--- src/stream_defs.svh ---
`ifndef STREAM_DEFS_SVH
`define STREAM_DEFS_SVH

// Packet geometry in 32-bit words
`define PACKET_WORDS    8
`define HDR_WORDS       4

// FIFO address widths
`define SAMPLE_FIFO_AW  4
`define FRAME_FIFO_AW   3

// GMII framing
`define PREAMBLE_BYTES  7
`define PREAMBLE_BYTE   8'h55
`define SFD_BYTE        8'hD5

// Minimum idle cycles between frames
`define IFG_BYTES       12

// Local experimental ethertype
`define ETHERTYPE       16'h88B5

`endif

--- src/sample_pkg.sv ---
`default_nettype none

`include "stream_defs.svh"

package sample_pkg;

	// One ADC sample, two 16-bit channels side by side
	typedef logic [31:0] sample_t;

	// Sample with its write strobe, no back-pressure
	typedef struct packed {
		logic    we;
		sample_t data;
	} sample_in_t;

	// Fill level of the sample FIFO, one bit wider than the address
	typedef logic [`SAMPLE_FIFO_AW:0] sample_level_t;

endpackage

`default_nettype wire

--- src/eth_pkg.sv ---
`default_nettype none

package eth_pkg;

	// MAC addresses for the frame header
	typedef struct packed {
		logic [47:0] dst_mac;
		logic [47:0] src_mac;
	} eth_cfg_t;

	// Word in the frame FIFO with its frame markers
	typedef struct packed {
		logic        sof;
		logic        eof;
		logic [31:0] data;
	} frame_word_t;

	// Registered GMII transmit pins
	typedef struct packed {
		logic [7:0] txd;
		logic       tx_en;
	} gmii_tx_t;

	typedef enum logic [1:0] {
		PB_IDLE,
		PB_HEADER,
		PB_PAYLOAD
	} pb_state_t;

	typedef enum logic [1:0] {
		TX_GAP,
		TX_PRE,
		TX_SFD,
		TX_DATA
	} tx_phase_t;

endpackage

`default_nettype wire

--- src/word_fifo.sv ---
`default_nettype none
`timescale 1ns/1ps

module word_fifo #(
	parameter type payload_t = logic [31:0],
	parameter int  AW        = 4
) (
	input  wire              GMII_GTX_CLK_int,
	input  wire              wb_rst,
	input  wire              clear_i,
	input  wire              wr_en_i,
	input  wire payload_t    wr_data_i,
	input  wire              rd_en_i,
	output payload_t         rd_data_o,
	output logic             empty_o,
	output logic             full_o,
	output logic [AW:0]      level_o,
	output logic             overflow_o
);

	localparam int DEPTH = 1 << AW;

	payload_t    mem [DEPTH];
	logic [AW:0] wr_ptr; // Extra MSB tells full from empty
	logic [AW:0] rd_ptr;
	logic        do_wr;
	logic        do_rd;

	assign level_o = wr_ptr - rd_ptr;
	assign empty_o = (wr_ptr == rd_ptr);
	assign full_o  = (wr_ptr[AW] != rd_ptr[AW]) &&
	                 (wr_ptr[AW-1:0] == rd_ptr[AW-1:0]);

	assign do_wr = wr_en_i & ~full_o & ~clear_i;
	assign do_rd = rd_en_i & ~empty_o & ~clear_i;

	// Write dropped on a full buffer
	assign overflow_o = wr_en_i & full_o & ~clear_i;

	// Head word always visible
	assign rd_data_o = mem[rd_ptr[AW-1:0]];

	//////////////////////////////
	// Pointers

	always_ff @(posedge GMII_GTX_CLK_int or posedge wb_rst) begin
		if (wb_rst) begin
			wr_ptr <= '0;
			rd_ptr <= '0;
		end else if (clear_i) begin
			wr_ptr <= '0;
			rd_ptr <= '0;
		end else begin
			if (do_wr)
				wr_ptr <= wr_ptr + 1'b1;
			if (do_rd)
				rd_ptr <= rd_ptr + 1'b1;
		end
	end

	//////////////////////////////
	// Storage

	always_ff @(posedge GMII_GTX_CLK_int) begin
		if (do_wr)
			mem[wr_ptr[AW-1:0]] <= wr_data_i;
	end

endmodule

`default_nettype wire

--- src/stream_control.sv ---
`default_nettype none
`timescale 1ns/1ps

module stream_control (
	input  wire  GMII_GTX_CLK_int,
	input  wire  wb_rst,
	input  wire  sw_rx_enable_i,
	input  wire  sw_tx_enable_i,
	input  wire  overflow_pulse_i,
	output logic rx_clear_o,
	output logic tx_clear_o,
	output logic overflow_o
);

	logic [1:0] sw_meta; // {tx, rx}
	logic [1:0] sw_sync;

	//////////////////////////////
	// Switch synchronisers

	always_ff @(posedge GMII_GTX_CLK_int or posedge wb_rst) begin
		if (wb_rst) begin
			sw_meta <= '0;
			sw_sync <= '0;
		end else begin
			sw_meta <= {sw_tx_enable_i, sw_rx_enable_i};
			sw_sync <= sw_meta;
		end
	end

	// Each half of the datapath held cleared while its switch is off
	assign rx_clear_o = ~sw_sync[0]; // Sample FIFO
	assign tx_clear_o = ~sw_sync[1]; // Frame FIFO, builder and transmitter

	//////////////////////////////
	// Sticky overflow

	always_ff @(posedge GMII_GTX_CLK_int or posedge wb_rst) begin
		if (wb_rst)
			overflow_o <= 1'b0;
		else if (overflow_pulse_i)
			overflow_o <= 1'b1;
	end

endmodule

`default_nettype wire

--- src/packet_builder.sv ---
`default_nettype none
`timescale 1ns/1ps

`include "stream_defs.svh"

module packet_builder (
	input  wire                            GMII_GTX_CLK_int,
	input  wire                            wb_rst,
	input  wire                            clear_i,
	input  wire eth_pkg::eth_cfg_t         cfg_i,
	input  wire sample_pkg::sample_level_t level_i,
	input  wire sample_pkg::sample_t       sample_i,
	output logic                           sample_rd_o,
	output eth_pkg::frame_word_t           word_o,
	output logic                           src_rdy_o,
	input  wire                            dst_rdy_i
);

	import eth_pkg::*;

	localparam int HCW = $clog2(`HDR_WORDS);
	localparam int PCW = $clog2(`PACKET_WORDS);

	pb_state_t      state;
	logic [HCW-1:0] hdr_cnt;
	logic [PCW-1:0] pay_cnt;
	logic [15:0]    seq_num;  // Wraps, restarts on clear
	logic [31:0]    hdr_word;
	logic           xfer;

	assign src_rdy_o   = (state != PB_IDLE);
	assign xfer        = src_rdy_o & dst_rdy_i;
	assign sample_rd_o = xfer & (state == PB_PAYLOAD);

	// Header words, MAC addresses packed big endian
	always_comb begin
		case (hdr_cnt)
			2'd0:    hdr_word = cfg_i.dst_mac[47:16];
			2'd1:    hdr_word = {cfg_i.dst_mac[15:0], cfg_i.src_mac[47:32]};
			2'd2:    hdr_word = cfg_i.src_mac[31:0];
			default: hdr_word = {`ETHERTYPE, seq_num};
		endcase
	end

	// Word on offer, held steady under back-pressure
	always_comb begin
		word_o.sof  = (state == PB_HEADER) && (hdr_cnt == '0);
		word_o.eof  = (state == PB_PAYLOAD) && (pay_cnt == PCW'(`PACKET_WORDS - 1));
		word_o.data = (state == PB_PAYLOAD) ? sample_i : hdr_word;
	end

	//////////////////////////////
	// Frame FSM

	always_ff @(posedge GMII_GTX_CLK_int or posedge wb_rst) begin
		if (wb_rst) begin
			state   <= PB_IDLE;
			hdr_cnt <= '0;
			pay_cnt <= '0;
			seq_num <= '0;
		end else if (clear_i) begin
			state   <= PB_IDLE;
			hdr_cnt <= '0;
			pay_cnt <= '0;
			seq_num <= '0;
		end else begin
			case (state)
				PB_IDLE: begin
					// Full packet waiting in the sample FIFO
					if (level_i >= `PACKET_WORDS) begin
						state   <= PB_HEADER;
						hdr_cnt <= '0;
					end
				end
				PB_HEADER: begin
					if (xfer) begin
						if (hdr_cnt == HCW'(`HDR_WORDS - 1)) begin
							state   <= PB_PAYLOAD;
							pay_cnt <= '0;
						end else
							hdr_cnt <= hdr_cnt + 1'b1;
					end
				end
				PB_PAYLOAD: begin
					if (xfer) begin
						if (pay_cnt == PCW'(`PACKET_WORDS - 1)) begin
							state   <= PB_IDLE;
							seq_num <= seq_num + 1'b1;
						end else
							pay_cnt <= pay_cnt + 1'b1;
					end
				end
				default: state <= PB_IDLE;
			endcase
		end
	end

endmodule

`default_nettype wire

--- src/gmii_tx.sv ---
`default_nettype none
`timescale 1ns/1ps

`include "stream_defs.svh"

module gmii_tx (
	input  wire                       GMII_GTX_CLK_int,
	input  wire                       wb_rst,
	input  wire                       clear_i,
	input  wire eth_pkg::frame_word_t word_i,
	input  wire                       empty_i,
	output logic                      rd_en_o,
	output eth_pkg::gmii_tx_t         gmii_o
);

	import eth_pkg::*;

	localparam int CW = $clog2(`IFG_BYTES + 1);

	tx_phase_t phase;
	tx_phase_t phase_nxt;
	logic [CW-1:0] cnt;      // Gap, preamble or byte-in-word count
	logic [CW-1:0] cnt_nxt;
	gmii_tx_t byte_sel;      // Byte chosen this cycle, on the pins next cycle

	//////////////////////////////
	// Byte selection

	always_comb begin
		phase_nxt = phase;
		cnt_nxt   = cnt;
		rd_en_o   = 1'b0;
		byte_sel  = '0;
		case (phase)
			TX_GAP: begin
				if (cnt != CW'(`IFG_BYTES - 1))
					cnt_nxt = cnt + 1'b1;
				else if (!empty_i && word_i.sof) begin
					phase_nxt = TX_PRE;
					cnt_nxt   = '0;
				end else if (!empty_i)
					rd_en_o = 1'b1; // Drop a stray word outside a frame
			end
			TX_PRE: begin
				byte_sel = '{txd: `PREAMBLE_BYTE, tx_en: 1'b1};
				if (cnt == CW'(`PREAMBLE_BYTES - 1)) begin
					phase_nxt = TX_SFD;
					cnt_nxt   = '0;
				end else
					cnt_nxt = cnt + 1'b1;
			end
			TX_SFD: begin
				byte_sel  = '{txd: `SFD_BYTE, tx_en: 1'b1};
				phase_nxt = TX_DATA;
				cnt_nxt   = '0;
			end
			TX_DATA: begin
				// MSB first
				byte_sel.txd   = word_i.data[31 - 8*cnt[1:0] -: 8];
				byte_sel.tx_en = 1'b1;
				if (cnt[1:0] == 2'd3) begin
					rd_en_o = !empty_i; // Word done, pop it
					cnt_nxt = '0;
					if (word_i.eof)
						phase_nxt = TX_GAP;
				end else
					cnt_nxt = cnt + 1'b1;
			end
			default: phase_nxt = TX_GAP;
		endcase
	end

	//////////////////////////////
	// State and output registers

	always_ff @(posedge GMII_GTX_CLK_int or posedge wb_rst) begin
		if (wb_rst) begin
			phase  <= TX_GAP;
			cnt    <= '0;
			gmii_o <= '0;
		end else if (clear_i) begin
			phase  <= TX_GAP;
			cnt    <= '0;
			gmii_o <= '0;
		end else begin
			phase  <= phase_nxt;
			cnt    <= cnt_nxt;
			gmii_o <= byte_sel;
		end
	end

endmodule

`default_nettype wire

--- src/stream_top.sv ---
`default_nettype none
`timescale 1ns/1ps

`include "stream_defs.svh"

module stream_top (
	input  wire                         GMII_GTX_CLK_int,
	input  wire                         wb_rst,
	input  wire sample_pkg::sample_in_t sample_i,
	input  wire eth_pkg::eth_cfg_t      cfg_i,
	input  wire                         sw_rx_enable_i,
	input  wire                         sw_tx_enable_i,
	output eth_pkg::gmii_tx_t           gmii_o,
	output logic                        overflow_o
);

	import sample_pkg::*;
	import eth_pkg::*;

	logic          rx_clear;
	logic          tx_clear;
	logic          sample_ovf;   // Pulse, sample lost
	sample_level_t sample_level;
	sample_t       sample_head;
	logic          sample_rd;
	frame_word_t   pb_word;
	logic          pb_src_rdy;
	logic          frame_full;
	frame_word_t   tx_word;
	logic          tx_empty;
	logic          tx_rd;

	// Frame FIFO ready while not full
	wire pb_dst_rdy = ~frame_full;

	stream_control u_stream_control (
		.GMII_GTX_CLK_int (GMII_GTX_CLK_int),
		.wb_rst           (wb_rst),
		.sw_rx_enable_i   (sw_rx_enable_i),
		.sw_tx_enable_i   (sw_tx_enable_i),
		.overflow_pulse_i (sample_ovf),
		.rx_clear_o       (rx_clear),
		.tx_clear_o       (tx_clear),
		.overflow_o       (overflow_o)
	);

	//////////////////////////////
	// Sample side

	word_fifo #(.payload_t(sample_t), .AW(`SAMPLE_FIFO_AW)) u_sample_fifo (
		.GMII_GTX_CLK_int (GMII_GTX_CLK_int),
		.wb_rst           (wb_rst),
		.clear_i          (rx_clear),
		.wr_en_i          (sample_i.we),
		.wr_data_i        (sample_i.data),
		.rd_en_i          (sample_rd),
		.rd_data_o        (sample_head),
		.empty_o          (),
		.full_o           (),
		.level_o          (sample_level),
		.overflow_o       (sample_ovf)
	);

	packet_builder u_packet_builder (
		.GMII_GTX_CLK_int (GMII_GTX_CLK_int),
		.wb_rst           (wb_rst),
		.clear_i          (tx_clear),
		.cfg_i            (cfg_i),
		.level_i          (sample_level),
		.sample_i         (sample_head),
		.sample_rd_o      (sample_rd),
		.word_o           (pb_word),
		.src_rdy_o        (pb_src_rdy),
		.dst_rdy_i        (pb_dst_rdy)
	);

	//////////////////////////////
	// Frame side

	word_fifo #(.payload_t(frame_word_t), .AW(`FRAME_FIFO_AW)) u_frame_fifo (
		.GMII_GTX_CLK_int (GMII_GTX_CLK_int),
		.wb_rst           (wb_rst),
		.clear_i          (tx_clear),
		.wr_en_i          (pb_src_rdy),
		.wr_data_i        (pb_word),
		.rd_en_i          (tx_rd),
		.rd_data_o        (tx_word),
		.empty_o          (tx_empty),
		.full_o           (frame_full),
		.level_o          (),
		.overflow_o       ()
	);

	gmii_tx u_gmii_tx (
		.GMII_GTX_CLK_int (GMII_GTX_CLK_int),
		.wb_rst           (wb_rst),
		.clear_i          (tx_clear),
		.word_i           (tx_word),
		.empty_i          (tx_empty),
		.rd_en_o          (tx_rd),
		.gmii_o           (gmii_o)
	);

endmodule

`default_nettype wire

--- config.mk ---
export PLATFORM = sky130hd
export DESIGN_NAME = stream_top
export DESIGN_NICKNAME = d
export VERILOG_FILES = /design/src/sample_pkg.sv /design/src/eth_pkg.sv /design/src/word_fifo.sv /design/src/stream_control.sv /design/src/packet_builder.sv /design/src/gmii_tx.sv /design/src/stream_top.sv
export VERILOG_INCLUDE_DIRS = /design/src
export SDC_FILE = /design/constraint.sdc
export NUM_CORES = 1
export LEC_CHECK = 0
export BUFFER_PORTS_ARGS = -buffer_cell sky130_fd_sc_hd__buf_2
export CORE_MARGIN = 2
export CORE_UTILIZATION = 40
export CTS_BUF_LIST = sky130_fd_sc_hd__clkbuf_8
export DETAILED_ROUTE_END_ITERATION = 10
export GPL_TIMING_DRIVEN = 0
export PLACE_DENSITY = 0.63
export SYNTH_ARGS = -nofsm -noshare
export SYNTH_HDL_FRONTEND = slang
export SYNTH_SLANG_ARGS = --single-unit
export TNS_END_PERCENT = 20
--- constraint.sdc ---
create_clock -name GMII_GTX_CLK_int -period 4.4 [get_ports GMII_GTX_CLK_int]
set_clock_uncertainty 0.15 [all_clocks]
set_input_delay 0.88 -clock GMII_GTX_CLK_int [delete_from_list [all_inputs] [get_ports GMII_GTX_CLK_int]]
set_output_delay 0.88 -clock GMII_GTX_CLK_int [all_outputs]
set_load 0.005 [all_outputs]
# Yosys cells after proc, flatten, opt, wreduce, memory -nomap -nowiden
# Memories as Yosys holds them, arrays and structs flattened.
# Index checks and enable logic that the tools add are counted.
[classes] n_eq_ne=40 n_mux=56 reduce_logical=15 add_sub_neg=10 bitwise_logic=15 magnitude_cmp=1 n_shift=1
[ops] op="32-bit one-hot mux with 3 select lines" count=1
[ops] op="16-bit 2-to-1 mux" count=4
[ops] op="39-bit by 33-bit variable part select with 8-bit output" count=1
[ops] op="4-bit 2-to-1 mux" count=9
[ops] op="2-bit 2-to-1 mux" count=16
[ops] op="32-bit 2-to-1 mux" count=1
[ops] op="9-bit one-hot mux with 3 select lines" count=1
[ops] op="5-bit 2-to-1 mux" count=4
[ops] op="3-bit by 2-bit inequality test with 1-bit output, second input constant" count=6
[ops] op="3-bit inequality test, second input constant" count=6
[ops] op="16-bit by 1-bit adder with 16-bit output, second input constant" count=1
[ops] op="4-bit one-hot mux with 4 select lines" count=1
[ops] op="3-bit 2-to-1 mux" count=5
[ops] op="5-bit AND reduction" count=3
[ops] op="2-bit by 1-bit inequality test with 1-bit output, second input constant" count=7
[ops] op="4-bit by 1-bit adder with 4-bit output, second input constant" count=3
[ops] op="2-bit equality test, second input constant" count=6
[ops] op="1-bit bitwise AND" count=11
[ops] op="5-bit by 1-bit adder with 5-bit output, second input constant" count=2
[ops] op="9-bit 2-to-1 mux" count=1
[ops] op="4-bit equality test" count=2
[ops] op="1-bit 2-to-1 mux" count=8
[ops] op="2-bit one-hot mux with 4 select lines" count=1
[ops] op="2-bit by 1-bit equality test with 1-bit output, second input constant" count=3
[ops] op="24 further kinds" count=35
[totals] reg_bits=61 out_inout_bits=10 mem_bits_rw=784 wordCells=155 memories=2
[mem_list] memory="u_sample_fifo.mem" depth=16 word_bits=32 rd=1 rd_ports_with_merged_regs=0 wr=1 line="word_fifo.sv:23" rtl="payload_t mem [DEPTH];"
[mem_list] memory="u_frame_fifo.mem" depth=8 word_bits=34 rd=1 rd_ports_with_merged_regs=0 wr=1 line="word_fifo.sv:23"

# Longest topological paths before layout
[depth] ltp_word=10 depth_mapped=11 mapped_depth_nobuf=9

# Modules after synthesis
# Synthesis repeated with hierarchy kept, for this count alone.
[hier_totals] cells_unflattened=1798 area_unflattened_um2=34122.7
[by_module_without_submodules] mod="word_fifo (u_sample_fifo)" n_inst=1 area_each_um2=19924.1 cells_per_inst=885 seq_area_each_um2=15625.0
[by_module_without_submodules] mod="word_fifo (u_frame_fifo)" n_inst=1 area_each_um2=10834.1 cells_per_inst=537 seq_area_each_um2=8368.0
[by_module_without_submodules] mod="packet_builder" n_inst=1 area_each_um2=2234.6 cells_per_inst=276 seq_area_each_um2=575.6
[by_module_without_submodules] mod="gmii_tx" n_inst=1 area_each_um2=983.4 cells_per_inst=90 seq_area_each_um2=375.4
[by_module_without_submodules] mod="stream_control" n_inst=1 area_each_um2=142.6 cells_per_inst=9 seq_area_each_um2=125.1
[by_module_without_submodules] mod="stream_top" n_inst=1 area_each_um2=3.8 cells_per_inst=1 seq_area_each_um2=0.0

# Least setup slack after synthesis
# OpenSTA, ideal clock, no wires.
[synth_path] path_kind="register to register" startpoint="reg u_sample_fifo.rd_ptr[1]" endpoint="mem u_sample_fifo.mem[1][0] (netlist name), enable pin" path_stages_with_launch=11 setup_slack_ns=-0.314 setup_ns=0.461 synth_period_minus_slack_ns=4.714 n_path_buf=3 arrival_time_ns=4.103 path_cell_list="dfrtp_1 clkbuf_1 buf_2 buf_1 inv_1 ha_1 nand4_1 nor2b_1 nor2_1 nand2_1 nor3_1"
[synth_between] elab_chain_cells=7
[synth_lines] item="from (decl)" line="word_fifo.sv:25" rtl="logic [AW:0] rd_ptr;"
[synth_lines] item="from (signal assigned)" line="word_fifo.sv:57" rtl="rd_ptr <= rd_ptr + 1'b1;"
[synth_lines] item="4-bit equality test" line="word_fifo.sv:32" rtl="(wr_ptr[AW-1:0] == rd_ptr[AW-1:0]);"
[synth_lines] item="1-bit logical AND" line="word_fifo.sv:31" rtl="assign full_o = (wr_ptr[AW] != rd_ptr[AW]) &&"
[synth_lines] item="1-bit NOT" line="word_fifo.sv:34" rtl="assign do_wr = wr_en_i & ~full_o & ~clear_i;"
[synth_lines] item="1-bit bitwise AND (2 in series)" line="word_fifo.sv:34"
[synth_lines] item="1-bit 2-to-1 mux" line="word_fifo.sv:65" rtl="if (do_wr)"
[synth_lines] item="1-bit 2-to-1 mux (implied by the code)" line="word_fifo.sv:66" rtl="mem[wr_ptr[AW-1:0]] <= wr_data_i;"
[synth_lines] item="to (decl)" line="word_fifo.sv:23"
# Every way passes these cells.

==> metrics.txt <==
outcome finished clean; FFs w/ async S/R, synth about 7.2%; Post-layout nets approximately 2100; sequential element share of the synthesized area 73.9%; Min-Delay Path Class in -> async; routed vias 17700; initial antenna violation count 11; final WL between 80 and 90 mm; post-synthesis xor/xnor area fraction 0.903%; Post-Syn Instances 1633; Int Pwr 0.0124 W; Slew Limit Headroom 12.6%; Sw Pwr 0.00369 W; Syn Area/Cell about 21 um2; clk_lat worst skew 0.80 ns; largest family of logic cells by synthesized area multiplexers; post-synthesis compound-gate area fraction 3.15%; Die Y 295 um; Post-Synth Adder-Cell Area 1.02%; most frequent cells in the layout edfxtp_1 (784), mux4_2 (237), buf_2 (161); post-CTS setup buffers 0; wire per inst 26.9 um; CP Max Fanout 10; maximum clock frequency 0.245 GHz; Synth Cell Area between 30000 and 40000 um2; # IOs 143; Mapped Nets 1793; Top FF cell, synth edfxtp_1; final worst slack between 0.3 and 0.4 ns; dpl ws -0.211 ns; number of global-route vias before repair 18500; CP cell instances inv_1 -> ha_1 -> clkbuf_1 -> clkbuf_1 -> a222oi_1 -> o31ai_1; first-pass GRT wire length 124 mm; drc violations 0; DRT Pass-1 Iters 8; Simple-Gate Fraction of Synth Area 2.94%; placed cell area approximately 37000 um2; CP Data Arrival Time approximately 4.3 ns; Reg clk slew, reported paths 0.06 ns; Crit path largest cell delay 1.03 ns; Non-Filler Instances 3199; Clock power frac 38.7%; Combinational Power Share 5.1%; Core Box Area 83800 um2; number of synthesized register bits 845; Clock Path Buffers 3; clock buffer count from CTS 138; CTS tree done; Ys Warns 0; crit end category flip-flop; Min Clock Period, post-route 4.08 ns; largest net degree at the start of global routing 62; Post-DP HPWL around 57 mm; clk sinks ~850; final slew viol count 0; initial drt markers around 1800; Setup Viol. Count Final 0; RSZ-0062 raised after global routing no; synth unique cells between 50 and 60; placed cells just under 3000; mux cell area share after synthesis 16.5%; Max Cap Viol 0; EDFF count, synth 784; H-tree depth 4; design area 39400 um2; pwr dens approximately 410 nW/um2; Least-Margin Pin Slew 1.31 ns; grt ovf 0; maximum VDD drop 0.257 mV; Required @ worst endpoint between 4 and 5 ns; final hold violations 0; gr usage total 20.0%; routability cong. 0.843; most common cell after layout, fill and taps aside edfxtp_1; Die X 295 um; Sw Ratio between 20% and 30%; Seq pwr share 56.2%; LEAKAGE between 10 and 15 nW; Initial Util 40.5%; P&R area growth vs syn 16.3%; Worst path slowest cell o31ai_1; period utilisation layout 92.7%; layout cell share with drive strength beyond 1 between 30% and 40%; Most common cell on crit path clkbuf_1; mean number of vias per cell approximately 5.5; critical path class reg -> reg; CP Launch Type flip-flop; num rows about 110; Die Area 87200 um2; post-route antenna net violation count 0; number of port buffers 142; root buf cell clkbuf_8
-- synth_stat cells (4+ instances only) --
| library cell | count | area share, % |
|---|---|---|
| clkbuf_1 | 48 | 0.53 |
| mux2_2 | 5 | 0.17 |
| buf_1 | 10 | 0.11 |
| mux2i_1 | 19 | 0.56 |
| mux4_2 | 237 | 16 |
| nand3_1 | 16 | 0.24 |
| ha_1 | 26 | 0.96 |
| nor2_1 | 62 | 0.69 |
| a21o_1 | 16 | 0.35 |
| buf_2 | 19 | 0.28 |
| o211a_1 | 14 | 0.41 |
| nand2b_1 | 6 | 0.11 |
| and3_1 | 6 | 0.11 |
| a21oi_1 | 19 | 0.28 |
| inv_1 | 23 | 0.25 |
| nor2b_1 | 9 | 0.17 |
| xor2_1 | 16 | 0.41 |
| a22o_1 | 4 | 0.10 |
| nor3_1 | 16 | 0.24 |
| a22oi_1 | 8 | 0.18 |
| a31oi_1 | 12 | 0.22 |
| a222oi_1 | 25 | 0.74 |
| buf_4 | 6 | 0.13 |
| buf_6 | 10 | 0.33 |
| dfrtp_1 | 61 | 4.5 |
| o21ai_0 | 19 | 0.28 |
| edfxtp_1 | 784 | 69 |
| or3_1 | 7 | 0.13 |
| nand4_1 | 12 | 0.22 |
| o31ai_1 | 10 | 0.22 |
| nand2_1 | 52 | 0.58 |
| and2_1 | 12 | 0.22 |
| xnor2_1 | 19 | 0.49 |
-- power groups by stage --
stage	combinational [W]	clock [W]	sequential (W)
after floorplan	0.000396	0	0.00917
after global placement	0.000753	0	0.00919
after detailed placement	0.000822	0	0.00918
after CTS	0.000828	0.00634	0.00901
after global routing	0.000885	0.00671	0.00902
final	0.000823	0.00621	0.00901
-- logic make-up after synthesis --
logic type / Yosys count
AO/OA/AOI/OAI: 140
XOR/XNOR: 35
adder cells (fa/ha/maj): 27
buffers and inverters: 117
flip-flops: 845
multiplexers: 261
AND/OR/NAND/NOR: 208
-- stage by stage --
step	utilization [%]	hold slack (ns)	power, W	TNS, ns
after global placement	43.0	0.191	0.00994	-1626.14
after floorplan	-	0.181	0.00957	-31.39
after CTS	47.0	0.0774	0.0162	0
after global routing	47.1	0.127	0.0166	0
after detailed placement	44.1	0.189	0.0100	-3.07
final	47.1	0.0888	0.0161	0
-- worst max-delay path, delay by kind of cell, from the launching register on --
family                   cells  cell delay [ns]
AO/OA/AOI/OAI                2             1.28
adder cells (fa/ha/maj)      1             0.33
buffers and inverters        3             1.48
flip-flops                   1             0.43
-- routing by layer --
layer	up-vias	track usage (%)	wire [um]
li1	7482	-	-
met2	665	33.3	42800
met1	9400	26.6	35900
met3	156	4.35	5600
met4	16	5.94	1710
met5	-	0	97
-- final timing paths --
kind / cells after the start / startpoint / slack (ns) / end
setup / recovery: 6 / u_packet_builder.hdr_cnt[0] / 0.32 / u_frame_fifo.mem[0][26]
setup reg to reg: 6 / u_packet_builder.hdr_cnt[0] / 0.32 / u_frame_fifo.mem[0][26]
min in group GMII_GTX_CLK_int: 0 / u_stream_control.sw_meta[0] / 0.20 / u_stream_control.sw_sync[0]
hold / removal: 2 / wb_rst / 0.09 / u_stream_control.sw_meta[0]
max in group asynchronous: 2 / wb_rst / 3.35 / u_gmii_tx.gmii_o[7]
hold reg to reg: 0 / u_stream_control.sw_meta[0] / 0.20 / u_stream_control.sw_sync[0]
-- timing repair --
| item | 4_1_cts | 5_1_grt |
|---|---|---|
| pin swaps | 3 | 0 |
| setup endpoints to repair | 89 | 319 |
| resized for setup | 1 | 3 |
| endpoints found under the hold margin | 2 | 0 |
| hold buffers | 2 | 0 |
-- state kept, by name, indices dropped and copies added (netlist names), 3 cells and up --
signal / cells
u_packet_builder.seq_num: 16
u_sample_fifo.mem: 512
u_gmii_tx.cnt: 4
u_frame_fifo.wr_ptr: 4
u_frame_fifo.mem: 272
u_gmii_tx.gmii_o: 9
u_frame_fifo.rd_ptr: 4
u_sample_fifo.wr_ptr: 5
u_packet_builder.pay_cnt: 3
u_sample_fifo.rd_ptr: 5
-- area by class of cell --
class	count	area, um2
antenna	3	7.51
buffer	92	474
clock buffer	144	1980
clock inverter	102	487
fill	6992	44400
inverter	24	92.6
multi-input combinational	671	8480
sequential	845	25100
tap	1134	1420
timing repair buffer	184	1430
(Power assumes the default switching activity.)
